`src/mips_pkg.sv`:
```
package mips_pkg;

	// widths fixed by the ISA
	typedef logic [31:0] data_t;
	typedef logic [31:0] instr_t;
	typedef logic [4:0]  reg_addr_t;
	typedef logic [5:0]  opcode_t;
	typedef logic [5:0]  funct_t;
	typedef logic [4:0]  shamt_t;
	typedef logic [3:0]  alu_op_t;

	// primary opcodes
	localparam opcode_t OP_RTYPE = 6'h00;
	localparam opcode_t OP_ADDI  = 6'h08;
	localparam opcode_t OP_SLTI  = 6'h0a;
	localparam opcode_t OP_ANDI  = 6'h0c;
	localparam opcode_t OP_ORI   = 6'h0d;
	localparam opcode_t OP_XORI  = 6'h0e;
	localparam opcode_t OP_LUI   = 6'h0f;
	localparam opcode_t OP_HALT  = 6'h3f;

	// funct codes of the R-type group
	localparam funct_t FN_SLL = 6'h00;
	localparam funct_t FN_SRL = 6'h02;
	localparam funct_t FN_ADD = 6'h20;
	localparam funct_t FN_SUB = 6'h22;
	localparam funct_t FN_AND = 6'h24;
	localparam funct_t FN_OR  = 6'h25;
	localparam funct_t FN_XOR = 6'h26;
	localparam funct_t FN_NOR = 6'h27;
	localparam funct_t FN_SLT = 6'h2a;

	// ALU operations, ALU_LUI is the highest defined code
	localparam alu_op_t ALU_ADD = 4'd0;
	localparam alu_op_t ALU_SUB = 4'd1;
	localparam alu_op_t ALU_AND = 4'd2;
	localparam alu_op_t ALU_OR  = 4'd3;
	localparam alu_op_t ALU_XOR = 4'd4;
	localparam alu_op_t ALU_NOR = 4'd5;
	localparam alu_op_t ALU_SLT = 4'd6;
	localparam alu_op_t ALU_SLL = 4'd7;
	localparam alu_op_t ALU_SRL = 4'd8;
	localparam alu_op_t ALU_LUI = 4'd9;

endpackage

```
`src/execute_writeback_stage.sv`:
```
`timescale 1ns/100ps

module execute_writeback_stage
(
	input  logic                clock,
	input  logic                reset,
	input  logic                en_pipeline_i,
	input  logic                wr_en_i,
	input  mips_pkg::reg_addr_t dest_i,
	input  mips_pkg::data_t     result_i,
	input  logic                halt_i,
	output logic                wb_en_o,
	output mips_pkg::reg_addr_t wb_reg_o,
	output mips_pkg::data_t     wb_data_o,
	output logic                rf_wr_en_o,
	output logic                halt_o
);

	always_ff @(posedge clock)
	begin
		if (reset)
		begin
			wb_en_o   <= 1'b0;
			wb_reg_o  <= '0;
			wb_data_o <= '0;
			halt_o    <= 1'b0;
		end
		else if (en_pipeline_i)
		begin
			// writes to register 0 vanish here
			wb_en_o   <= wr_en_i && (dest_i != '0);
			wb_reg_o  <= dest_i;
			wb_data_o <= result_i;
			if (halt_i)
				halt_o <= 1'b1;
		end
	end

	// the held write is not repeated while the pipeline is frozen
	assign rf_wr_en_o = wb_en_o && en_pipeline_i;

	// decode has squashed everything behind the halt
	a_no_write_after_halt: assert property (@(posedge clock) disable iff (reset)
		halt_o |-> !wr_en_i)
		else $error("execute_writeback_stage: write behind halt");

endmodule

```
`config.mk`:
```
export PLATFORM = sky130hd
export DESIGN_NAME = execute_writeback_stage
export DESIGN_NICKNAME = d
export VERILOG_FILES = /design/src/mips_pkg.sv /design/src/execute_writeback_stage.sv
export SDC_FILE = /design/constraint.sdc
export NUM_CORES = 1
export LEC_CHECK = 0
export ABC_AREA = 1
export BUFFER_PORTS_ARGS = -buffer_cell sky130_fd_sc_hd__buf_2
export CELL_PAD_IN_SITES_DETAIL_PLACEMENT = 1
export CELL_PAD_IN_SITES_GLOBAL_PLACEMENT = 2
export CORE_UTILIZATION = 22
export CTS_BUF_LIST = sky130_fd_sc_hd__clkbuf_8 sky130_fd_sc_hd__clkbuf_16
export CTS_CLUSTER_DIAMETER = 100
export CTS_CLUSTER_SIZE = 12
export DETAILED_ROUTE_END_ITERATION = 7
export PLACE_DENSITY = 0.78
export SLEW_MARGIN = 15
export SYNTH_ARGS = -nofsm -noshare
export SYNTH_HDL_FRONTEND = slang
export SYNTH_SLANG_ARGS = --single-unit
```
`constraint.sdc`:
```
create_clock -name clock -period 0.9 [get_ports clock]
set_clock_uncertainty 0.2 [all_clocks]
set_input_delay 0 -clock clock [delete_from_list [all_inputs] [get_ports clock]]
set_output_delay 0 -clock clock [all_outputs]
set_load 0.005 [all_outputs]
```
==> impl_metrics.toml <==
[sta]
fin_crit_sh_pct = 114
final-hold-violation-count = 16
rsz0062_at_grt = "true"
fin_crit_ns = 1.03
slew_headroom_pct = 88.1
max_slew.worst_pin.slew_ns = 0.176
fin_ws_ns = -0.128
slew_violations = 0
fin_hold_ws_ns = -0.0946
clock.fmax_mhz = 973
setup_viol = 40

[cells_and_area]
fill_cells = 739
drive_gt1_share_pct = 47.7
final_cell_mix = "69 x nor2_1, 69 x buf_2, 39 x dfxtp_2, 39 x dlygate4sd3_1, 27 x o21ai_0"
layout.nets = 339
final_util_pct = 42.3
instances_no_fill = 373
multi_input_comb_area_um2 = 518
diodes = 0
syn2layout_area_growth_pct = 82.5
seq_area_um2 = 830

[power_and_ir_drop]
switching_power_w = 0.000923
peakVddDrop_uv = 810
seq_power_share_pct = 49.8
p_comb_share_pct = 17.8
clkPwrFrac_pct = 32.4
p_per_area_nw_per_um2 = 1530
p_leak_nw = 1.23
p_sw_share_pct = 23.7
p_int_w = 0.00297

[synthesis]
ys_seq_elements = 39
synth_largest_area_cell = "dfxtp_1"
synthAdderAreaFrac_pct = 0
synth_top_area_share_pct = 56.0
synth_top_family_by_area = "simple AND/OR/NAND/NOR gates"
synthMuxAreaShare_pct = 0
synthDistinctLibCells = 15
synth_area_leaders = "dfxtp_1 56%, nor2_1 19%, o21ai_0 12%"
synth-compound-area-share_pct = 14.7
syn_area_um2 = 1400
syn_inst = 173
synthXorXnorAreaFrac_pct = 0
ys_seq_area_share_pct = 56.0
synth_area_per_cell_um2 = 8.06
synthSimpleGateAreaFrac_pct = 22.0
yosys_warnings = 0
synth_nets = 215

[die]
die_w_um = 81.6
row_count = 28
coreArea_um2 = 6030
initial_core_util_pct = 23.2
die_area_um2 = 6660
die_h_um = 81.6
ios = 82

[route]
first_pass_iters = 3
num_vias = 1571
final_antenna_net_count = 0
wire_per_inst_um = 12.1
drc = 0
dr.first_iter.drc_count = 23
totalWireLength_um = 4510
viasPerCell = 4.21

[setup_path]
cp_slowest_stage_delay_ns = 0.35
critPathCaptureType = "output port"
path_class = "reg -> out"
slowest_stage = "dfxtp_2"
critPathMaxFanout = 3
cp-start-kind = "flop"
worstPathArrival_ns = 0.83
reg2reg_slack_ns = 0.03
required_ns = 0.70
crit_path_cell_trace = "nand2_1, inv_1, buf_2"

[status]
violations = "hold timing, setup timing"
outcome = "finished with violations"

[cts]
cts_root_buf = "clkbuf_8"
cts_buffers = 5
cts_sinks = 39
cts_buffer_depth = 2
clk_latency_ns = 0.28
h-tree-depth = 2
cts_tree = "done"
cts.clk_slew.worst_paths_ns = 0.07

[placed_design]
place_congestion = 0.649
port-buffer-count = 81
dpl.cell_count = 324
dp_hpwl_um = 2890

[global_route]
antenna_found_initial = 0
track_usage_pct = 13.9
grt_pass1_wl_um = 7020
grt_max_degree = 23
grt_pass1_vias = 1645
grt_overflow_total = 0

[min_path]
hold_class = "in -> reg"

[job]
maxCapViolCount = 0
## cell type report
type / instances / share of cell area, %
flip-flops and latches: 39 / 32.6
clock buffers: 7 / 3.78
multi-input cells: 119 / 20.3
well taps: 75 / 3.69
repair buffers: 128 / 38.9
clock inverters: 1 / 0.147
inverters: 4 / 0.590
## path summary, 6_finish.rpt
kind / from / to / cells after the start
worst max-delay path: wb_en_o / rf_wr_en_o / 3
worst max register to register: wb_data_o[30] / wb_data_o[30] / 3
worst min register to register: wb_data_o[27] / wb_data_o[27] / 2
worst min-delay path: dest_i[0] / wb_en_o / 5
## metal layers
metal	global-route usage, %	vias up	wire length, µm
li1	-	796	-
met4	4.74	0	77
met2	27.1	53	2350
met5	0	-	0
met1	13.5	714	1820
met3	4.56	8	261
## synthesized netlist by cell type, drive strengths merged
library cell and instances:
nand3 1, inv 4, nor2 75, o21ai 38, a21oi 3, dfxtp 39, clkbuf 4, nand2 2
buf 7
## critical path, delay by kind of cell, from the launching register on
kind                   cells  cell delay (ns)
DFF                        1             0.35
buffers and inverters      2             0.15
and+or+nand+nor            1             0.05
## state kept, by name, summed over array words and instances, names as in the netlist
name / cells
wb_reg_o: 5
wb_en_o: 1
halt_o: 1
wb_data_o: 32
## repair_timing
action	4_1_cts	5_1_grt
gates resized for setup	42	19
hold buffers	38	6
hold endpoints to repair	39	7
setup endpoints to repair	40	46
pin swaps	1	2
setup buffers	1	0
## cell families (layout without fill, tap and decap cells)
group | count (synthesis) | count (layout)
simple gates | 78 | 78
flops | 39 | 39
compound gates | 41 | 41
buf+inv | 15 | 140
## power by group through the flow
stage	Clock (W)	Combinational (W)	Sequential, W
detailed placement	0	0.000509	0.00195
CTS	0.00133	0.000653	0.00193
global route	0.00140	0.000773	0.00195
global placement	0	0.000499	0.00194
finish	0.00126	0.000695	0.00194
floorplan	0	0.000213	0.00195
## stage by stage
stage | worst slack (ns) | area, µm² | total power [W] | setup TNS (ns)
2_1_floorplan | 0.0996 | 1400 | 0.00216 | 0
5_1_grt | -0.177 | 2550 | 0.00413 | -2.25
3_5_place_dp | 0.00209 | 1900 | 0.00245 | 0
6_report | -0.128 | 2550 | 0.00390 | -0.906
3_3_place_gp | 0.0366 | 1900 | 0.00244 | 0
4_1_cts | -0.156 | 2460 | 0.00392 | -1.71
Power figures use the tool's default switching activity.
