--- src/mips_pkg.sv ---
package mips_pkg;

	// widths fixed by the ISA
	typedef logic [31:0] data_t;
	typedef logic [31:0] instr_t;
	typedef logic [4:0]  reg_addr_t;
	typedef logic [5:0]  opcode_t;
	typedef logic [5:0]  funct_t;
	typedef logic [4:0]  shamt_t;
	typedef logic [3:0]  alu_op_t;

	// primary opcodes
	localparam opcode_t OP_RTYPE = 6'h00;
	localparam opcode_t OP_ADDI  = 6'h08;
	localparam opcode_t OP_SLTI  = 6'h0a;
	localparam opcode_t OP_ANDI  = 6'h0c;
	localparam opcode_t OP_ORI   = 6'h0d;
	localparam opcode_t OP_XORI  = 6'h0e;
	localparam opcode_t OP_LUI   = 6'h0f;
	localparam opcode_t OP_HALT  = 6'h3f;

	// funct codes of the R-type group
	localparam funct_t FN_SLL = 6'h00;
	localparam funct_t FN_SRL = 6'h02;
	localparam funct_t FN_ADD = 6'h20;
	localparam funct_t FN_SUB = 6'h22;
	localparam funct_t FN_AND = 6'h24;
	localparam funct_t FN_OR  = 6'h25;
	localparam funct_t FN_XOR = 6'h26;
	localparam funct_t FN_NOR = 6'h27;
	localparam funct_t FN_SLT = 6'h2a;

	// ALU operations, ALU_LUI is the highest defined code
	localparam alu_op_t ALU_ADD = 4'd0;
	localparam alu_op_t ALU_SUB = 4'd1;
	localparam alu_op_t ALU_AND = 4'd2;
	localparam alu_op_t ALU_OR  = 4'd3;
	localparam alu_op_t ALU_XOR = 4'd4;
	localparam alu_op_t ALU_NOR = 4'd5;
	localparam alu_op_t ALU_SLT = 4'd6;
	localparam alu_op_t ALU_SLL = 4'd7;
	localparam alu_op_t ALU_SRL = 4'd8;
	localparam alu_op_t ALU_LUI = 4'd9;

endpackage

--- src/decode_execute_stage.sv ---
`timescale 1ns/100ps

module decode_execute_stage
(
	input  logic                clock,
	input  logic                reset,
	input  logic                en_pipeline_i,
	input  mips_pkg::reg_addr_t rs_i,
	input  mips_pkg::reg_addr_t rt_i,
	input  mips_pkg::data_t     rs_data_i,
	input  mips_pkg::data_t     rt_data_i,
	input  mips_pkg::data_t     imm_i,
	input  mips_pkg::shamt_t    shamt_i,
	input  mips_pkg::reg_addr_t dest_i,
	input  mips_pkg::alu_op_t   alu_op_i,
	input  logic                use_imm_i,
	input  logic                wr_en_i,
	input  logic                halt_i,
	output mips_pkg::reg_addr_t rs_o,
	output mips_pkg::reg_addr_t rt_o,
	output mips_pkg::data_t     rs_data_o,
	output mips_pkg::data_t     rt_data_o,
	output mips_pkg::data_t     imm_o,
	output mips_pkg::shamt_t    shamt_o,
	output mips_pkg::reg_addr_t dest_o,
	output mips_pkg::alu_op_t   alu_op_o,
	output logic                use_imm_o,
	output logic                wr_en_o,
	output logic                halt_o
);

	always_ff @(posedge clock)
	begin
		if (reset)
		begin
			// bubble
			rs_o      <= '0;
			rt_o      <= '0;
			rs_data_o <= '0;
			rt_data_o <= '0;
			imm_o     <= '0;
			shamt_o   <= '0;
			dest_o    <= '0;
			alu_op_o  <= mips_pkg::ALU_ADD;
			use_imm_o <= 1'b0;
			wr_en_o   <= 1'b0;
			halt_o    <= 1'b0;
		end
		else if (en_pipeline_i)
		begin
			rs_o      <= rs_i;
			rt_o      <= rt_i;
			rs_data_o <= rs_data_i;
			rt_data_o <= rt_data_i;
			imm_o     <= imm_i;
			shamt_o   <= shamt_i;
			dest_o    <= dest_i;
			alu_op_o  <= alu_op_i;
			use_imm_o <= use_imm_i;
			wr_en_o   <= wr_en_i;
			halt_o    <= halt_i;
		end
	end

	// a halt slot never carries a register write
	a_halt_no_write: assert property (@(posedge clock) disable iff (reset)
		halt_o |-> !wr_en_o)
		else $error("decode_execute_stage: halt slot also writes a register");

	// register 0 arrives as zero through both the register file and the bypass
	a_zero_operand: assert property (@(posedge clock) disable iff (reset)
		((rs_o != '0) || (rs_data_o == '0)) && ((rt_o != '0) || (rt_data_o == '0)))
		else $error("decode_execute_stage: nonzero data for register 0");

endmodule

--- config.mk ---
export PLATFORM = sky130hd
export DESIGN_NAME = decode_execute_stage
export DESIGN_NICKNAME = d
export VERILOG_FILES = /design/src/mips_pkg.sv /design/src/decode_execute_stage.sv
export SDC_FILE = /design/constraint.sdc
export NUM_CORES = 1
export LEC_CHECK = 0
export ABC_AREA = 1
export ABC_CLOCK_PERIOD_IN_PS = 800
export BUFFER_PORTS_ARGS = -buffer_cell sky130_fd_sc_hd__buf_2
export CORE_ASPECT_RATIO = 0.75
export CORE_UTILIZATION = 31
export DETAILED_ROUTE_END_ITERATION = 8
export GPL_TIMING_DRIVEN = 0
export PLACE_DENSITY_LB_ADDON = 0.1
export SLEW_MARGIN = 15
export SYNTH_ARGS = -nofsm -noshare
export SYNTH_HDL_FRONTEND = slang
export SYNTH_SLANG_ARGS = --single-unit
--- constraint.sdc ---
create_clock -name clock -period 0.8 [get_ports clock]
set_input_delay 0.04 -clock clock [delete_from_list [all_inputs] [get_ports clock]]
set_output_delay 0.04 -clock clock [all_outputs]
set_load 0.01 [all_outputs]
==> reports/metrics.yaml <==
status: "complete, but fails checks"
violations: "negative hold slack, negative setup slack"
initial_core_util_pct: 32.20
powerDensity_mw_per_mm2: 1913
cts_sinks: 123
setup_tns_ns: -9.606
final_hold_viol_count: 6
cts_max_path_buffers: 2
grt_pass1_wl_um: 26070
ctsRootBufferMaster: "clkbuf_16"
worstSetupPathType: "flip-flop to primary output"
hold_path.class: "primary input to flip-flop"
r2r_slack_ns: 0.11
dp_hpwl_um: 10300
path_cells: "buf_6"
dieArea_mm2: 0.01658
yosys_register_bits: 123
die_h_um: 111.8
crit_path_end_kind: "primary output"
ys_seq_area_share_pct: 49.43
final.setup.worst_slack_ns: -0.09862
critical_path.max_stage_delay_ns: 0.35
clkTransAtPathRegs_ns: 0.06
fin_crit_sh_pct: 112.3
coreArea_mm2: 0.01547
grt_setup_unrepaired: "true"
area_delta_synth_final_pct: 86.13
grt_max_degree: 17
ys_types: 8
die_w_um: 148.4
yosysWarnings: 0
syn_area_mm2: 0.004981
cts_tree: "done"
drt_iter0_markers: 130
required_ns: 0.76
syn_area_per_cell_um2: 6.394
drv_cap: 0
drtPass1Iterations: 4
num_io_pins: 249
ant_nets: 0
final_cells: 1393
numCtsBuffers: 17
worst_slew_pin_slew_ns: 0.4570
finalCriticalPeriod_ns: 0.8986
grt_overflow: 0
clk_latency_ns: 0.40
antenna_found_initial: 0
worstPathMaxFanout: 2
crit_family: "flip-flops"
final_cell_area_mm2: 0.009271
yosysTopAreaCellShare_pct: 49.43
p_leak_nw: 5.063
h-tree-depth: 4
io_buffers: 247
grt_usage_pct: 19.62
placed_area_mm2: 0.006474
p_total_w: 0.01774
slew_headroom_pct: 69.53
antenna_cells: 0
fin_skew_ns: 0
gp_congestion: 0.7548
synthCells: 779
drv_slew: 0
final_nets: 1302
critPathBufInv: 1
drc: 0
vias_per_cell: 3.968
ys_top_cells_by_area: "dfxtp_1, nand2_1, nor2_1"
drt-total-wl_um: 16040
setup_viol: 123
fmax_ghz: 1.113
ir_drop_mv: 1.206
place_inst: 1231
synth_nets: 905
num_rows: 39
slowest_stage: "dfxtp_2"
cp.arrival_ns: 0.86
drive_gt1_share_pct: 37.37
vias: 5527
place_ws_ns: -0.1865
holdWs_ns: -0.02594
start_kind: "flip-flop"
yosysTopAreaCell: "dfxtp_1"
grt_pass1_vias: 5463
routedWlPerCell_um: 11.52
## tightest hold or removal path, stage by stage
cell,delay (ns)
buf_4,0.15
nand2_1,0.07
nand2_1,0.05
nor2_1,0.03
## path summary, 6_finish.rpt
path / from / end / cells past startpoint
max: rt_data_o[10] / rt_data_o[10] / 1
min: en_pipeline_i / dest_o[4] / 4
max reg2reg: rs_data_o[1] / rs_data_o[1] / 3
min reg2reg: rs_data_o[11] / rs_data_o[11] / 2
## state kept, by name, summed over array words and instances, names as in the netlist
name / flops
imm_o: 32
rs_data_o: 32
rt_data_o: 32
dest_o: 5
rs_o: 5
rt_o: 5
shamt_o: 5
alu_op_o: 4
halt_o: 1
use_imm_o: 1
wr_en_o: 1
## where the power goes
part	total [W]	switching [W]	internal, W
Sequential	0.00695	0.000302	0.00665
Clock	0.00761	0.00292	0.00469
Combinational	0.00317	0.00136	0.00181
## cells in the mapped netlist (all sizes together)
master	count
nand2	246
nor2	246
inv	124
dfxtp	123
buf	35
clkbuf	5
## per-stage QoR
stage / utilization (%) / hold WS (ns)
after detailed placement: 41.85 / 0.3320
after CTS: 59.76 / 0.1045
final: 59.94 / -0.02594
after global placement: 41.85 / 0.3267
after floorplan: - / 0.2282
after global routing: 59.94 / 0.01682
## cell type report
class	instances	area, um2
Fill cell	1430	6197
Inverter	124	465.4
Clock inverter	12	140.1
Clock buffer	19	442.9
Buffer	40	206.4
Multi-Input combinational cell	492	1847
Tap cell	205	256.5
Sequential cell	123	2616
Timing Repair Buffer	378	3297
## layout by cell type (no fill, tap or decap)
| master | netlist | layout |
|---|---|---|
| clkbuf_1 | 5 | 6 |
| dfxtp_2 | 0 | 123 |
| clkbuf_8 | 0 | 1 |
| inv_6 | 0 | 4 |
| dlygate4sd3_1 | 0 | 123 |
| buf_4 | 5 | 13 |
| clkbuf_16 | 0 | 17 |
| nand2_1 | 246 | 246 |
| inv_1 | 123 | 123 |
| inv_2 | 1 | 1 |
| buf_2 | 30 | 154 |
| bufinv_16 | 0 | 2 |
| nor2_1 | 246 | 246 |
| clkinvlp_4 | 0 | 6 |
| buf_6 | 0 | 123 |
## cell families after synthesis
group | Yosys count | share of synthesized area (%)
and+or+nand+nor | 492 | 37.08
buffers and inverters | 164 | 13.49
DFF | 123 | 49.43
## layer usage
layer	track usage, %	wire length, um	vias up
met5	0	0	-
met4	5.430	204	0
met3	6.066	981	16
met2	33.58	7486	137
met1	23.62	7371	2379
li1	-	-	2995
## what timing repair did
action | in CTS | in global routing
hold buffers | 124 | 0
gates resized for setup | 247 | 0
endpoints found under the setup margin | 123 | 129
endpoints found under the hold margin | 123 | 0
buffers inserted | 3 | 5
Note: power is estimated with default switching activity, not from simulation.
