### src/mips_pkg.sv
package mips_pkg;

	// widths fixed by the ISA
	typedef logic [31:0] data_t;
	typedef logic [31:0] instr_t;
	typedef logic [4:0]  reg_addr_t;
	typedef logic [5:0]  opcode_t;
	typedef logic [5:0]  funct_t;
	typedef logic [4:0]  shamt_t;
	typedef logic [3:0]  alu_op_t;

	// primary opcodes
	localparam opcode_t OP_RTYPE = 6'h00;
	localparam opcode_t OP_ADDI  = 6'h08;
	localparam opcode_t OP_SLTI  = 6'h0a;
	localparam opcode_t OP_ANDI  = 6'h0c;
	localparam opcode_t OP_ORI   = 6'h0d;
	localparam opcode_t OP_XORI  = 6'h0e;
	localparam opcode_t OP_LUI   = 6'h0f;
	localparam opcode_t OP_HALT  = 6'h3f;

	// funct codes of the R-type group
	localparam funct_t FN_SLL = 6'h00;
	localparam funct_t FN_SRL = 6'h02;
	localparam funct_t FN_ADD = 6'h20;
	localparam funct_t FN_SUB = 6'h22;
	localparam funct_t FN_AND = 6'h24;
	localparam funct_t FN_OR  = 6'h25;
	localparam funct_t FN_XOR = 6'h26;
	localparam funct_t FN_NOR = 6'h27;
	localparam funct_t FN_SLT = 6'h2a;

	// ALU operations, ALU_LUI is the highest defined code
	localparam alu_op_t ALU_ADD = 4'd0;
	localparam alu_op_t ALU_SUB = 4'd1;
	localparam alu_op_t ALU_AND = 4'd2;
	localparam alu_op_t ALU_OR  = 4'd3;
	localparam alu_op_t ALU_XOR = 4'd4;
	localparam alu_op_t ALU_NOR = 4'd5;
	localparam alu_op_t ALU_SLT = 4'd6;
	localparam alu_op_t ALU_SLL = 4'd7;
	localparam alu_op_t ALU_SRL = 4'd8;
	localparam alu_op_t ALU_LUI = 4'd9;

endpackage

### src/register_file.sv
`timescale 1ns/100ps

module register_file
(
	input  logic                clock,
	input  logic                reset,
	input  logic                wr_en_i,
	input  mips_pkg::reg_addr_t wr_addr_i,
	input  mips_pkg::data_t     wr_data_i,
	input  mips_pkg::reg_addr_t rs_addr_i,
	input  mips_pkg::reg_addr_t rt_addr_i,
	output mips_pkg::data_t     rs_data_o,
	output mips_pkg::data_t     rt_data_o
);

	mips_pkg::data_t regs [32];

	always_ff @(posedge clock)
	begin
		if (reset)
		begin
			for (int i = 0; i < 32; i++)
				regs[i] <= '0;
		end
		else if (wr_en_i && wr_addr_i != '0)
			regs[wr_addr_i] <= wr_data_i;
	end

	// a write in flight is seen by a read of the same register
	function automatic mips_pkg::data_t read_port(input mips_pkg::reg_addr_t addr);
		if (addr == '0)
			return '0;
		else if (wr_en_i && wr_addr_i == addr)
			return wr_data_i;
		else
			return regs[addr];
	endfunction

	assign rs_data_o = read_port(rs_addr_i);
	assign rt_data_o = read_port(rt_addr_i);

	// writeback drops register 0 before it reaches this port
	a_no_reg0_write: assert property (@(posedge clock) disable iff (reset)
		wr_en_i |-> (wr_addr_i != '0))
		else $error("register_file: write request to register 0");

endmodule

### config.mk
export PLATFORM = sky130hd
export DESIGN_NAME = register_file
export DESIGN_NICKNAME = d
export VERILOG_FILES = /design/src/mips_pkg.sv /design/src/register_file.sv
export SDC_FILE = /design/constraint.sdc
export NUM_CORES = 2
export LEC_CHECK = 0
export BUFFER_PORTS_ARGS = -buffer_cell sky130_fd_sc_hd__buf_2
export CORE_MARGIN = 10
export CORE_UTILIZATION = 57
export DETAILED_ROUTE_END_ITERATION = 16
export GPL_TIMING_DRIVEN = 0
export PLACE_DENSITY_LB_ADDON = 0.1
export SYNTH_ARGS = -nofsm -noshare
export SYNTH_HDL_FRONTEND = slang
export SYNTH_SLANG_ARGS = --single-unit
export TNS_END_PERCENT = 10
### constraint.sdc
create_clock -name clock -period 4.95 [get_ports clock]
set_input_delay 0.7425 -clock clock [delete_from_list [all_inputs] [get_ports clock]]
set_output_delay 0.7425 -clock clock [all_outputs]
set_load 0.05 [all_outputs]
==> reports/summary.txt <==
DIE AREA: 109000 µm²
CTS clk-pin slew, worst paths: 0.07 ns
Sequential Power Share: 46.8%
Final setup viols: 20
biggest registers after layout: regs: 1024 flops
switching part of the total power: 28.2%
Clock Root Buffer: clkbuf_16
final setup TNS: -2.43 ns
critical path's top delay family: buffers and inverters
Synth Instances: 3802
RSZ-0062 raised after global routing: true
Clk pwr share: 38.2%
Final WS setup: -0.251 ns
min Tclk post-route: 5.20 ns
DRC: 0
routed wire length: 235 mm
Post-DP HPWL: 164 mm
fin. max-slew vios: 76
startpoint types: input pin
maxcap violations: 8
Hold Fails Final Rpt: 0
layout cells sized above 1: 19.6%
GRT Util Overall: 42.5%
DRT iter0 DRCs: 6940
grt total ovfl: 0
Tcrit/Tclk final: 105%
largest net degree at the start of global routing: 33
Seq cells post-synth: 1024
HP Class: input pin to flop
dominant synthesized flop cell: edfxtp_1
Mean Syn Cell Area: 14.5 µm²
Critical-path top delay cell: clkbuf_1
buffers added on ports: 103
Pleak: 21.5 nW
global-route wire length before repair: 313 mm
Max Root-Sink Buffers: 3
status: finished with violations
chip height: 331 µm
Max FO, Critical Path: 10
H-tree depth: 3
Unique masters post-synth: 52
CTS tree: done
CP arrival: 4.46 ns
Layout fillers: 7203
CTS Sinks: 1024
Post-synth EDFFs: 1024
WP depth: 9
ANT nets after route: 0
f_max: 0.192 GHz
row count: 113
hold slack: 0.417 ns
failing checks: capacitance limit, slew limit, setup timing
measured slew at the worst slew-check pin: 1.65 ns
IO Pins: 114
Critical Path Start: rs_addr_i[3]
core area: 95400 µm²
final net count: 4099
number of flip-flops under the largest register name: 1024
Max transition margin: -10.1%
Seq/Total Area, Yosys: 55.8%
initial antenna violation count: 15
total power: 0.0220 W
hold buffer count at cts: 0
CP endpoint: rs_data_o[31]
routed vias/inst: 7.38
Syn. warnings: 0
initial core utilization: 57.7%
Placer Congestion: 1.04
CP Data Required Time: 4.21 ns
combinational group share of total power: 15.0%
DR pass1 iterations: 8
area of the mapped netlist: 55100 µm²
internal power: 0.0158 W
Crit path top cell by count: buf_2
vias in the first global route: 37700
biggest cell delay along the critical path: 1.07 ns
register bank with the most flops: regs
crit path kind: input pin to output port
Worst VDD drop: 0.315 mV
DIE WIDTH: 331 µm
ys async rst share: 0%
CP Capture Type: output port
Crit path buffers/inverters: 5
synthesis-to-layout area growth: 10.6%
fin cells: 5415
Placed Instances: 5204
Num CTS Buffers: 109
Net Switching: 0.00621 W
Vias: 40000
ordered list of cells on the worst path: buf_2 -> buf_2 -> and2_1 -> clkbuf_1 -> clkbuf_1 -> a21oi_1 -> o21ai_1 -> a32o_1 -> buf_2
P per Cell Area: 361 nW/µm²
Avg WL per Cell: 43.4 µm
## power groups by stage
stage,Sequential [W],Clock [W],Combinational (W)
floorplan,0.0103,0,0.00187
global placement,0.0104,0,0.00313
detailed placement,0.0104,0,0.00315
CTS,0.0103,0.00826,0.00316
global route,0.0103,0.00860,0.00328
finish,0.0103,0.00840,0.00330
## final cells by class
cell class,count,area [µm²],share of cell area [%]
Timing Repair Buffer,106,566,0.928
Tap cell,1265,1580,2.60
Buffer,412,1960,3.22
Sequential cell,1024,30700,50.5
Inverter,2,11.3,0.0185
Multi-Input combinational cell,2394,22500,36.9
Clock buffer,127,2840,4.66
Antenna cell,6,15.0,0.0246
Clock inverter,79,709,1.16
## worst min path at each step
| stage | start | to | slack [ns] | cells past startpoint |
|---|---|---|---|---|
| 3_5_place_dp | wr_data_i[27] | regs[6][27]$_SDFFCE_PN0P_ | 1.16 | 2 |
| 6_report | wr_data_i[30] | regs[6][30]$_SDFFCE_PN0P_ | 0.42 | 2 |
| 5_1_grt | wr_data_i[27] | regs[6][27]$_SDFFCE_PN0P_ | 0.46 | 2 |
| 3_3_place_gp | wr_data_i[27] | regs[6][27]$_SDFFCE_PN0P_ | 1.15 | 2 |
| 4_1_cts | wr_data_i[27] | regs[6][27]$_SDFFCE_PN0P_ | 0.41 | 2 |
| 2_1_floorplan | wr_data_i[31] | regs[1][31]$_SDFFCE_PN0P_ | 0.94 | 1 |
## what timing repair did
action / CTS / global route
buffers inserted: 0 / 0
setup endpoints to repair: 21 / 6
resized for setup: 6 / 6
## layer usage
metal	GRT usage [%]	part of all wire [%]	wire, µm	vias to the layer above
li1	-	-	-	15100
met1	53.7	34	80000	20200
met2	59.3	42	98100	3736
met3	15.0	15	34700	832
met4	33.7	9.5	22300	10
met5	0	0.025	59	-
## cell usage after synthesis, types with 13 or more instances
library cell  count  area share (%)
o21ai_0          14            0.13
buf_4            31            0.42
mux4_2          375              15
nor2_1           49            0.33
clkbuf_1        278             1.9
mux2i_1         330             6.0
buf_2            56            0.51
o221ai_1         38            0.60
o22ai_1          37            0.42
edfxtp_1       1024              56
a32o_1           32            0.58
buf_6            26            0.53
and2_1          994              11
nand3_1          13            0.12
nand2_1          64            0.44
a221oi_1         27            0.43
o21ai_1          49            0.45
o221a_1          15            0.31
a22oi_1         107             1.5
a21oi_1          64            0.58
buf_1            22            0.15
or2_2            32            0.36
a211oi_1         32            0.44
## cells in the final DEF (no fill, tap or decap), drive strengths merged, types with 5 or more instances in the layout
master / synthesis / final
or2: 34 / 34
nor2b: 6 / 6
a21oi: 64 / 64
nand3b: 5 / 5
nand3: 13 / 13
o2111ai: 6 / 6
clkinv: 2 / 61
a32oi: 9 / 9
nor2: 49 / 49
diode: 0 / 6
buf: 135 / 239
clkbuf: 278 / 404
and2: 996 / 996
a221o: 11 / 11
mux2: 6 / 6
o221a: 15 / 15
conb: 1 / 32
bufinv: 0 / 12
a221oi: 27 / 27
xnor2: 10 / 10
clkinvlp: 0 / 6
a211oi: 32 / 32
nand2: 64 / 64
nand2b: 5 / 5
o21ai: 63 / 63
a31oi: 11 / 11
a22oi: 107 / 107
edfxtp: 1024 / 1024
a32o: 32 / 32
mux4: 375 / 375
mux2i: 330 / 330
o22ai: 37 / 37
o221ai: 38 / 38
## metrics by stage
| step | util, % | area, µm² | setup WS (ns) |
|---|---|---|---|
| final | 63.8 | 60900 | -0.251 |
| after detailed placement | 60.1 | 57300 | -0.495 |
| after global routing | 63.8 | 60900 | -0.0266 |
| after CTS | 63.8 | 60900 | 0.0516 |
| after global placement | 60.0 | 57300 | -0.573 |
| after floorplan | - | 55200 | 1.42 |
## kinds of logic (layout without fill, tap and decap cells)
group	Yosys count	count (layout)	synth area share (%)
mux	711	711	21.5
xor+xnor	10	10	0.159
other cells	1	38	0.00681
flops	1024	1024	55.8
buf+inv	415	726	3.52
simple gates	1184	1184	13.0
compound gates	457	457	6.03
(Power assumes the default switching activity.)
