--- src/mips_pkg.sv ---
package mips_pkg;

	// widths fixed by the ISA
	typedef logic [31:0] data_t;
	typedef logic [31:0] instr_t;
	typedef logic [4:0]  reg_addr_t;
	typedef logic [5:0]  opcode_t;
	typedef logic [5:0]  funct_t;
	typedef logic [4:0]  shamt_t;
	typedef logic [3:0]  alu_op_t;

	// primary opcodes
	localparam opcode_t OP_RTYPE = 6'h00;
	localparam opcode_t OP_ADDI  = 6'h08;
	localparam opcode_t OP_SLTI  = 6'h0a;
	localparam opcode_t OP_ANDI  = 6'h0c;
	localparam opcode_t OP_ORI   = 6'h0d;
	localparam opcode_t OP_XORI  = 6'h0e;
	localparam opcode_t OP_LUI   = 6'h0f;
	localparam opcode_t OP_HALT  = 6'h3f;

	// funct codes of the R-type group
	localparam funct_t FN_SLL = 6'h00;
	localparam funct_t FN_SRL = 6'h02;
	localparam funct_t FN_ADD = 6'h20;
	localparam funct_t FN_SUB = 6'h22;
	localparam funct_t FN_AND = 6'h24;
	localparam funct_t FN_OR  = 6'h25;
	localparam funct_t FN_XOR = 6'h26;
	localparam funct_t FN_NOR = 6'h27;
	localparam funct_t FN_SLT = 6'h2a;

	// ALU operations, ALU_LUI is the highest defined code
	localparam alu_op_t ALU_ADD = 4'd0;
	localparam alu_op_t ALU_SUB = 4'd1;
	localparam alu_op_t ALU_AND = 4'd2;
	localparam alu_op_t ALU_OR  = 4'd3;
	localparam alu_op_t ALU_XOR = 4'd4;
	localparam alu_op_t ALU_NOR = 4'd5;
	localparam alu_op_t ALU_SLT = 4'd6;
	localparam alu_op_t ALU_SLL = 4'd7;
	localparam alu_op_t ALU_SRL = 4'd8;
	localparam alu_op_t ALU_LUI = 4'd9;

endpackage

--- src/instr_decode.sv ---
`timescale 1ns/100ps

module instr_decode
(
	input  logic                clock,
	input  logic                reset,
	input  logic                en_pipeline_i,
	input  mips_pkg::instr_t    instr_i,
	input  mips_pkg::data_t     rf_rs_data_i,
	input  mips_pkg::data_t     rf_rt_data_i,
	input  logic                ex_wr_en_i,
	input  mips_pkg::reg_addr_t ex_dest_i,
	input  mips_pkg::data_t     ex_result_i,
	output mips_pkg::reg_addr_t rf_rs_o,
	output mips_pkg::reg_addr_t rf_rt_o,
	output mips_pkg::data_t     rs_data_o,
	output mips_pkg::data_t     rt_data_o,
	output mips_pkg::data_t     imm_o,
	output mips_pkg::shamt_t    shamt_o,
	output mips_pkg::reg_addr_t dest_o,
	output mips_pkg::alu_op_t   alu_op_o,
	output logic                use_imm_o,
	output logic                wr_en_o,
	output logic                halt_o
);

	mips_pkg::opcode_t opcode;
	mips_pkg::funct_t  funct;
	logic [15:0]       imm16;
	logic              valid;
	logic              is_halt;
	logic              halt_seen;

	assign opcode  = instr_i[31:26];
	assign rf_rs_o = instr_i[25:21];
	assign rf_rt_o = instr_i[20:16];
	assign shamt_o = instr_i[10:6];
	assign funct   = instr_i[5:0];
	assign imm16   = instr_i[15:0];

	always_comb
	begin
		alu_op_o  = mips_pkg::ALU_ADD;
		use_imm_o = 1'b1;
		dest_o    = instr_i[20:16];
		imm_o     = {{16{imm16[15]}}, imm16};
		valid     = 1'b1;
		is_halt   = 1'b0;
		case (opcode)
			mips_pkg::OP_RTYPE:
			begin
				use_imm_o = 1'b0;
				dest_o    = instr_i[15:11];
				case (funct)
					mips_pkg::FN_ADD: alu_op_o = mips_pkg::ALU_ADD;
					mips_pkg::FN_SUB: alu_op_o = mips_pkg::ALU_SUB;
					mips_pkg::FN_AND: alu_op_o = mips_pkg::ALU_AND;
					mips_pkg::FN_OR:  alu_op_o = mips_pkg::ALU_OR;
					mips_pkg::FN_XOR: alu_op_o = mips_pkg::ALU_XOR;
					mips_pkg::FN_NOR: alu_op_o = mips_pkg::ALU_NOR;
					mips_pkg::FN_SLT: alu_op_o = mips_pkg::ALU_SLT;
					mips_pkg::FN_SLL: alu_op_o = mips_pkg::ALU_SLL;
					mips_pkg::FN_SRL: alu_op_o = mips_pkg::ALU_SRL;
					default:          valid    = 1'b0;
				endcase
			end
			mips_pkg::OP_ADDI: alu_op_o = mips_pkg::ALU_ADD;
			mips_pkg::OP_SLTI: alu_op_o = mips_pkg::ALU_SLT;
			// logical immediates are zero-extended
			mips_pkg::OP_ANDI:
			begin
				alu_op_o = mips_pkg::ALU_AND;
				imm_o    = {16'b0, imm16};
			end
			mips_pkg::OP_ORI:
			begin
				alu_op_o = mips_pkg::ALU_OR;
				imm_o    = {16'b0, imm16};
			end
			mips_pkg::OP_XORI:
			begin
				alu_op_o = mips_pkg::ALU_XOR;
				imm_o    = {16'b0, imm16};
			end
			mips_pkg::OP_LUI:
			begin
				alu_op_o = mips_pkg::ALU_LUI;
				imm_o    = {imm16, 16'b0};
			end
			mips_pkg::OP_HALT: is_halt = 1'b1;
			default:           valid   = 1'b0;
		endcase
	end

	// halt itself travels on, everything after it is a bubble
	assign wr_en_o = valid && !is_halt && !halt_seen;
	assign halt_o  = valid && is_halt && !halt_seen;

	// younger result still in execute wins over the register file
	assign rs_data_o = (ex_wr_en_i && ex_dest_i != '0 && ex_dest_i == rf_rs_o) ?
		ex_result_i : rf_rs_data_i;
	assign rt_data_o = (ex_wr_en_i && ex_dest_i != '0 && ex_dest_i == rf_rt_o) ?
		ex_result_i : rf_rt_data_i;

	always_ff @(posedge clock)
	begin
		if (reset)
			halt_seen <= 1'b0;
		else if (en_pipeline_i && halt_o)
			halt_seen <= 1'b1;
	end

endmodule

--- config.mk ---
export PLATFORM = sky130hd
export DESIGN_NAME = instr_decode
export DESIGN_NICKNAME = d
export VERILOG_FILES = /design/src/mips_pkg.sv /design/src/instr_decode.sv
export SDC_FILE = /design/constraint.sdc
export NUM_CORES = 1
export LEC_CHECK = 0
export ABC_AREA = 1
export BUFFER_PORTS_ARGS = -buffer_cell sky130_fd_sc_hd__buf_2
export CORE_AREA = 8 8 96 98
export DETAILED_ROUTE_END_ITERATION = 12
export DIE_AREA = 0 0 104 106
export PLACE_DENSITY = 0.65
export SLEW_MARGIN = 5
export SYNTH_ARGS = -nofsm -noshare
export SYNTH_HDL_FRONTEND = slang
export SYNTH_SLANG_ARGS = --single-unit
--- constraint.sdc ---
create_clock -name clock -period 1.7 [get_ports clock]
set_input_delay 0 -clock clock [delete_from_list [all_inputs] [get_ports clock]]
set_output_delay 0 -clock clock [all_outputs]
set_load 0.05 [all_outputs]
==> out/qor.csv, run 1 <==
stage,metric,value,unit
layout,layout cell share with drive strength beyond 1,44.6,%
sta,"Slew Viols, Final",0,
setup_path,crit path max-delay cell type,nand2_1,
clocking,"Clk pin slew, worst setup/hold paths",0,ps
layout,register with the most flip-flops,halt_seen,
place,quantity of I/O buffers inserted on ports,259,
drt,1st-iter DRT viols,175,
sta,Worst Tran Pin Value,478,ps
global_routing,largest net degree at the start of global routing,33,
layout,final non-filler cell total,717,
sta,slew margin rel.,68.1,%
layout,NumNets Final,751,
place,DP HPWL,9.16,mm
place,global placement routability congestion,0.952,
die,DIE WIDTH,104,microns
yosys,synthesized area,0.00175,sq mm
global_routing,first-pass GRT wire length,16.1,mm
sta,fin crit period,1420,ps
setup_path,Worst Path Arrival,1420,ps
yosys,Avg Inst Size Synth,4.57,sq um
sta,final hold violations,0,
sta,highest clock rate,0.705,GHz
die,Top-Level Pins,260,
yosys,Yosys cell types,19,
global_routing,number of global-route vias before repair,3137,
sta,final worst setup slack,281,ps
layout,fin util,39.2,%
drt,Routed WL per cell,14.8,microns
power_and_ir_drop,maximum vdd drop,272,uV
yosys,sequential element share of the synthesized area,1.14,%
global_routing,GRT Util Overall,16.9,%
setup_path,worst-path cell chain,buf_2 > nor2_1 > inv_1 > nor2_1 > inv_2 > nand2_1 > o21ai_0 > buf_2,
layout,"most common cell after layout, fill and taps aside",buf_2,
clocking,post-CTS resize count,0,
layout,Layout area overhead,75.5,%
sta,setup_tns,0,ps
global_routing,antenna violations before repair,1,
sta,RSZ-0062 raised after global routing,no,
layout,Largest regs,halt_seen x1,
die,Core Area,0.00785,sq mm
yosys,Mapped Cells,383,
die,row count,33,
clocking,hold_buf cts,0,
sta,crit share post-route,83.5,%
layout,FILL cells,905,
layout,Antenna diodes,0,
place,dpl ws,277,ps
setup_path,worst endpoint required time,1700,ps
die,Total Die Area,0.0110,sq mm
global_routing,grt total ovfl,0,
drt,vias per cell,4.63,
setup_path,Worst setup SP type,input port,
drt,DRC,0,
drt,First-pass DRT Iterations,6,
worst_hold_path,worst hold-check path type,input port to register,
layout,max reg flops,1,
yosys,Synth Warn #,0,
setup_path,Critical Path End Type,output port,
drt,DR vias,3319,
drt,DRT antenna net count,0,
clocking,Post-CTS Setup Bufs,0,
run_status,status,completed,
setup_path,worst reg2reg setup slack,1020,ps
setup_path,"slowest stage delay, CP",300,ps
sta,worst hold slack,162,ps
yosys,register bit total from synthesis,1,
power_and_ir_drop,Leak,2.03,nW
die,die height,106,microns
power_and_ir_drop,PwrDens,438,mW/mm^2
setup_path,Max Fanout on Critical Path,15,
place,placed cells,717,
sta,Finish-stage setup viols,0,
sta,clk_skew,0,ps
drt,Post-Route WL,10.6,mm
yosys,Synthesized Nets,520,
layout,most frequent cells in the layout,"buf_2, nand2_1, nand3_1",
die,starting density of the core,22.3,%
setup_path,Setup CP Type,input port to output port,
clocking,worst-skew pair later-pin latency,0,ps
flow_run,Max Cap Violations,0,
## path summary, 6_finish.rpt
kind / depth (start not counted) / start / endpoint
hold / removal: 2 / reset / halt_seen
setup / recovery: 8 / instr_i[31] / imm_o[28]
hold reg to reg: 2 / halt_seen / halt_seen
setup reg to reg: 3 / halt_seen / halt_seen
## critical path, delay by kind of cell
kind / cells / cell delay (ps)
AND/OR/NAND/NOR: 3 / 720
buffers and inverters: 4 / 510
AO/OA/AOI/OAI: 1 / 170
## Yosys cell counts (all sizes together)
master	n	area share (%)
a21oi	5	1.4
dfxtp	1	1.1
nand2	159	34
o21ai	26	7.6
nor2	40	8.6
inv	26	5.6
xnor2	4	2.0
nand3	74	21
o211a	1	0.57
xor2	6	3.0
buf	30	11
nor4	1	0.36
clkbuf	7	1.5
nand4	1	0.36
nor3	2	1.9
## final cells by class
class	instances	area (sq um)	area share, %
inverter	26	97.6	3.18
multi-input combinational	319	1420	46.4
timing repair buffer	266	1400	45.5
sequential	1	20.0	0.652
tap	105	131	4.28
## kinds of logic (layout without fill, tap and decap cells)
logic type,after synthesis,count (layout),synth area share [%]
compound gates,32,32,9.65
xor+xnor,10,10,5.00
buf+inv,63,292,17.8
flops,1,1,1.14
simple gates,277,277,66.4
## report_power, final
group	switching (mW)	internal, mW	leakage [nW]	total (mW)
combinational	0.986	0.336	2.03	1.32
clock	0	0	0	0
sequential	0.0000774	0.0241	0.00806	0.0242
total	0.986	0.360	2.03	1.35
## layer usage
metal	GRT usage, %	up-vias	wire [microns]
li1	-	1660	-
met1	20.0	1466	4290
met2	30.6	175	5310
met4	3.00	2	209
met3	3.75	16	785
met5	0	-	8
## metrics by stage
| step | area, sq um | power (mW) |
|---|---|---|
| 3_5_place_dp | 3070 | 1.35 |
| 4_1_cts | 3070 | 1.35 |
| 3_3_place_gp | 3070 | 1.34 |
| 6_report | 3070 | 1.35 |
| 5_1_grt | 3070 | 1.42 |
| 2_1_floorplan | 1750 | 0.932 |
Note: power is estimated with default switching activity, not from simulation.
==> inputs of run 2 (changes only) <==
Settings changed: PLACE_DENSITY 0.65 to 0.68.
Clock period 1.7 ns to 1.2 ns, I/O delays scaled along.
==> out/qor.csv, run 2 (synthesized netlist as in run 1, its figures left out) <==
stage,metric,value,unit,change
drt,Post-Route WL,14.2,mm,+34%
layout,FILL cells,643,,-29%
drt,wl on met1,4.71,mm,+9.9%
drt,vias per cell,4.99,,+7.9%
sta,slew margin rel.,81.9,%,+14 points
global_routing,grt total ovfl,0,,unchanged
sta,crit share post-route,107,%,
setup_path,Worst Path Arrival,1280,ps,-140 ps
drt,DRC,0,,unchanged
power_and_ir_drop,Leak,2.62,nW,+29%
sta,clk_skew,0,ps,unchanged
setup_path,worst endpoint required time,1200,ps,-500 ps
place,global placement routability congestion,0.922,,-3.2%
drt,met2 routed WL,7.47,mm,+41%
drt,DRT antenna net count,0,,unchanged
flow_run,Max Cap Violations,0,,unchanged
drt,Routed WL per cell,18.9,microns,+28%
drt,1st-iter DRT viols,172,,-1.7%
clocking,"Clk pin slew, worst setup/hold paths",0,ps,unchanged
place,placed inst area,0.00342,sq mm,+11%
drt,top sig layer,met5,,
global_routing,number of global-route vias before repair,3570,,+14%
drt,met3 WL post-DR,1.40,mm,+78%
power_and_ir_drop,share of power burned in registers,1.3,%,-0.5 points
global_routing,largest net degree at the start of global routing,33,,unchanged
sta,Finish-stage setup viols,60,,+60
layout,layout cell share with drive strength beyond 1,72.2,%,+28 points
sta,fin crit period,1280,ps,
die,DIE WIDTH,104,microns,unchanged
power_and_ir_drop,Internal,1.03,mW,+190%
die,Total Die Area,0.0110,sq mm,unchanged
setup_path,Setup CP Type,input port to output port,,
clocking,hold_buf cts,0,,unchanged
setup_path,Worst setup SP type,input port,,
global_routing,first-pass GRT wire length,17.9,mm,+11%
sta,Worst Tran Pin Value,274,ps,-205 ps
global_routing,GRT Util Overall,19.2,%,+2.3 points
layout,register with the most flip-flops,halt_seen,,
setup_path,Max Fanout on Critical Path,16,,+1
power_and_ir_drop,maximum vdd drop,463,uV,+70%
power_and_ir_drop,PwrDens,534,mW/mm^2,+22%
power_and_ir_drop,Sw Pwr,1.70,mW,+73%
die,row count,33,,unchanged
layout,Antenna diodes,0,,unchanged
place,quantity of I/O buffers inserted on ports,259,,unchanged
worst_hold_path,worst hold-check path type,input port to register,,
clocking,worst-skew pair later-pin latency,0,ps,unchanged
global_routing,antenna violations before repair,1,,unchanged
drt,First-pass DRT Iterations,4,,-2
layout,Largest regs,halt_seen x1,,
die,starting density of the core,22.3,%,unchanged
sta,RSZ-0062 raised after global routing,yes,,
layout,most frequent cells in the layout,"buf_2, nand3_1, nand2_4",,
setup_path,Critical Path End Type,output port,,
layout,fin area,0.00512,sq mm,+67%
die,Top-Level Pins,260,,unchanged
die,Core Area,0.00785,sq mm,unchanged
power_and_ir_drop,Sw Ratio,62.3,%,-11 points
drt,DR vias,3745,,+13%
layout,"most common cell after layout, fill and taps aside",buf_2,,
layout,max reg flops,1,,unchanged
sta,final hold violations,0,,unchanged
layout,NumNets Final,784,,+4.4%
power_and_ir_drop,final total power,2.73,mW,+100%
sta,highest clock rate,0.780,GHz,
layout,Layout area overhead,192,%,
die,die height,106,microns,unchanged
sta,final worst setup slack,-82.5,ps,-364 ps
run_status,failing checks,negative setup slack,,
power_and_ir_drop,Logic pwr share,98.7,%,+0.5 points
sta,"Slew Viols, Final",0,,unchanged
run_status,status,finished with violations,,
power_and_ir_drop,Clk pwr share,0,%,unchanged
place,DP HPWL,9.72,mm,+6.1%
-- run 2: worst max-delay path, cell delays in order --
cell and delay, ps:
buf_6 120, xor2_4 180, nor3_4 210, buf_4 170, clkbuf_16 170, nand3_1 170
nand2_4 120, buf_8 140
-- run 2: path summary, 6_finish.rpt --
path	slack [ps]	cells past startpoint	end	start
max	-80	8	rs_data_o[29]	ex_dest_i[2]
min	160	2	halt_seen	reset
max reg2reg	570	3	halt_seen	halt_seen
min reg2reg	470	2	halt_seen	halt_seen
-- run 2: stage by stage --
stage	std cells	util, %	setup TNS (ps)	worst slack, ps	hold WS (ps)
after global placement	738	43.6	-4990	-106	158
after CTS	739	48.1	-0.898	-0.655	159
final	750	65.2	-1950	-82.5	161
after global routing	750	65.2	-6120	-134	162
after detailed placement	738	43.6	-6290	-156	159
after floorplan	383	-	-1780	-286	69.1
-- run 2: repair_timing --
item                                   in CTS  in global routing
setup endpoints to repair                  65                 86
resized for setup                         112                310
endpoints found under the hold margin       0                  0
pin swaps                                   3                 32
gates cloned                                1                  7
setup buffers                               1                  4
-- run 2: cell type report --
class / count / area, sq um / area share (%)
repair buffers: 299 / 2500 / 49.0
multi-input cells: 319 / 2360 / 46.1
well taps: 105 / 131 / 2.57
inverters: 26 / 100 / 1.96
flip-flops and latches: 1 / 20.0 / 0.391
-- run 2: per-layer routing --
layer,up-vias,global-route usage (%)
li1,1739,-
met1,1703,20.1
met2,256,36.4
met3,45,6.05
met4,2,4.55
met5,-,0
-- run 2: power by group through the flow --
stage / Combinational, mW / Clock [mW] / Sequential [mW]
6_report: 2.70 / 0 / 0.0343
5_1_grt: 2.81 / 0 / 0.0343
4_1_cts: 2.16 / 0 / 0.0343
3_5_place_dp: 1.99 / 0 / 0.0343
3_3_place_gp: 1.98 / 0 / 0.0343
2_1_floorplan: 1.33 / 0 / 0.0343
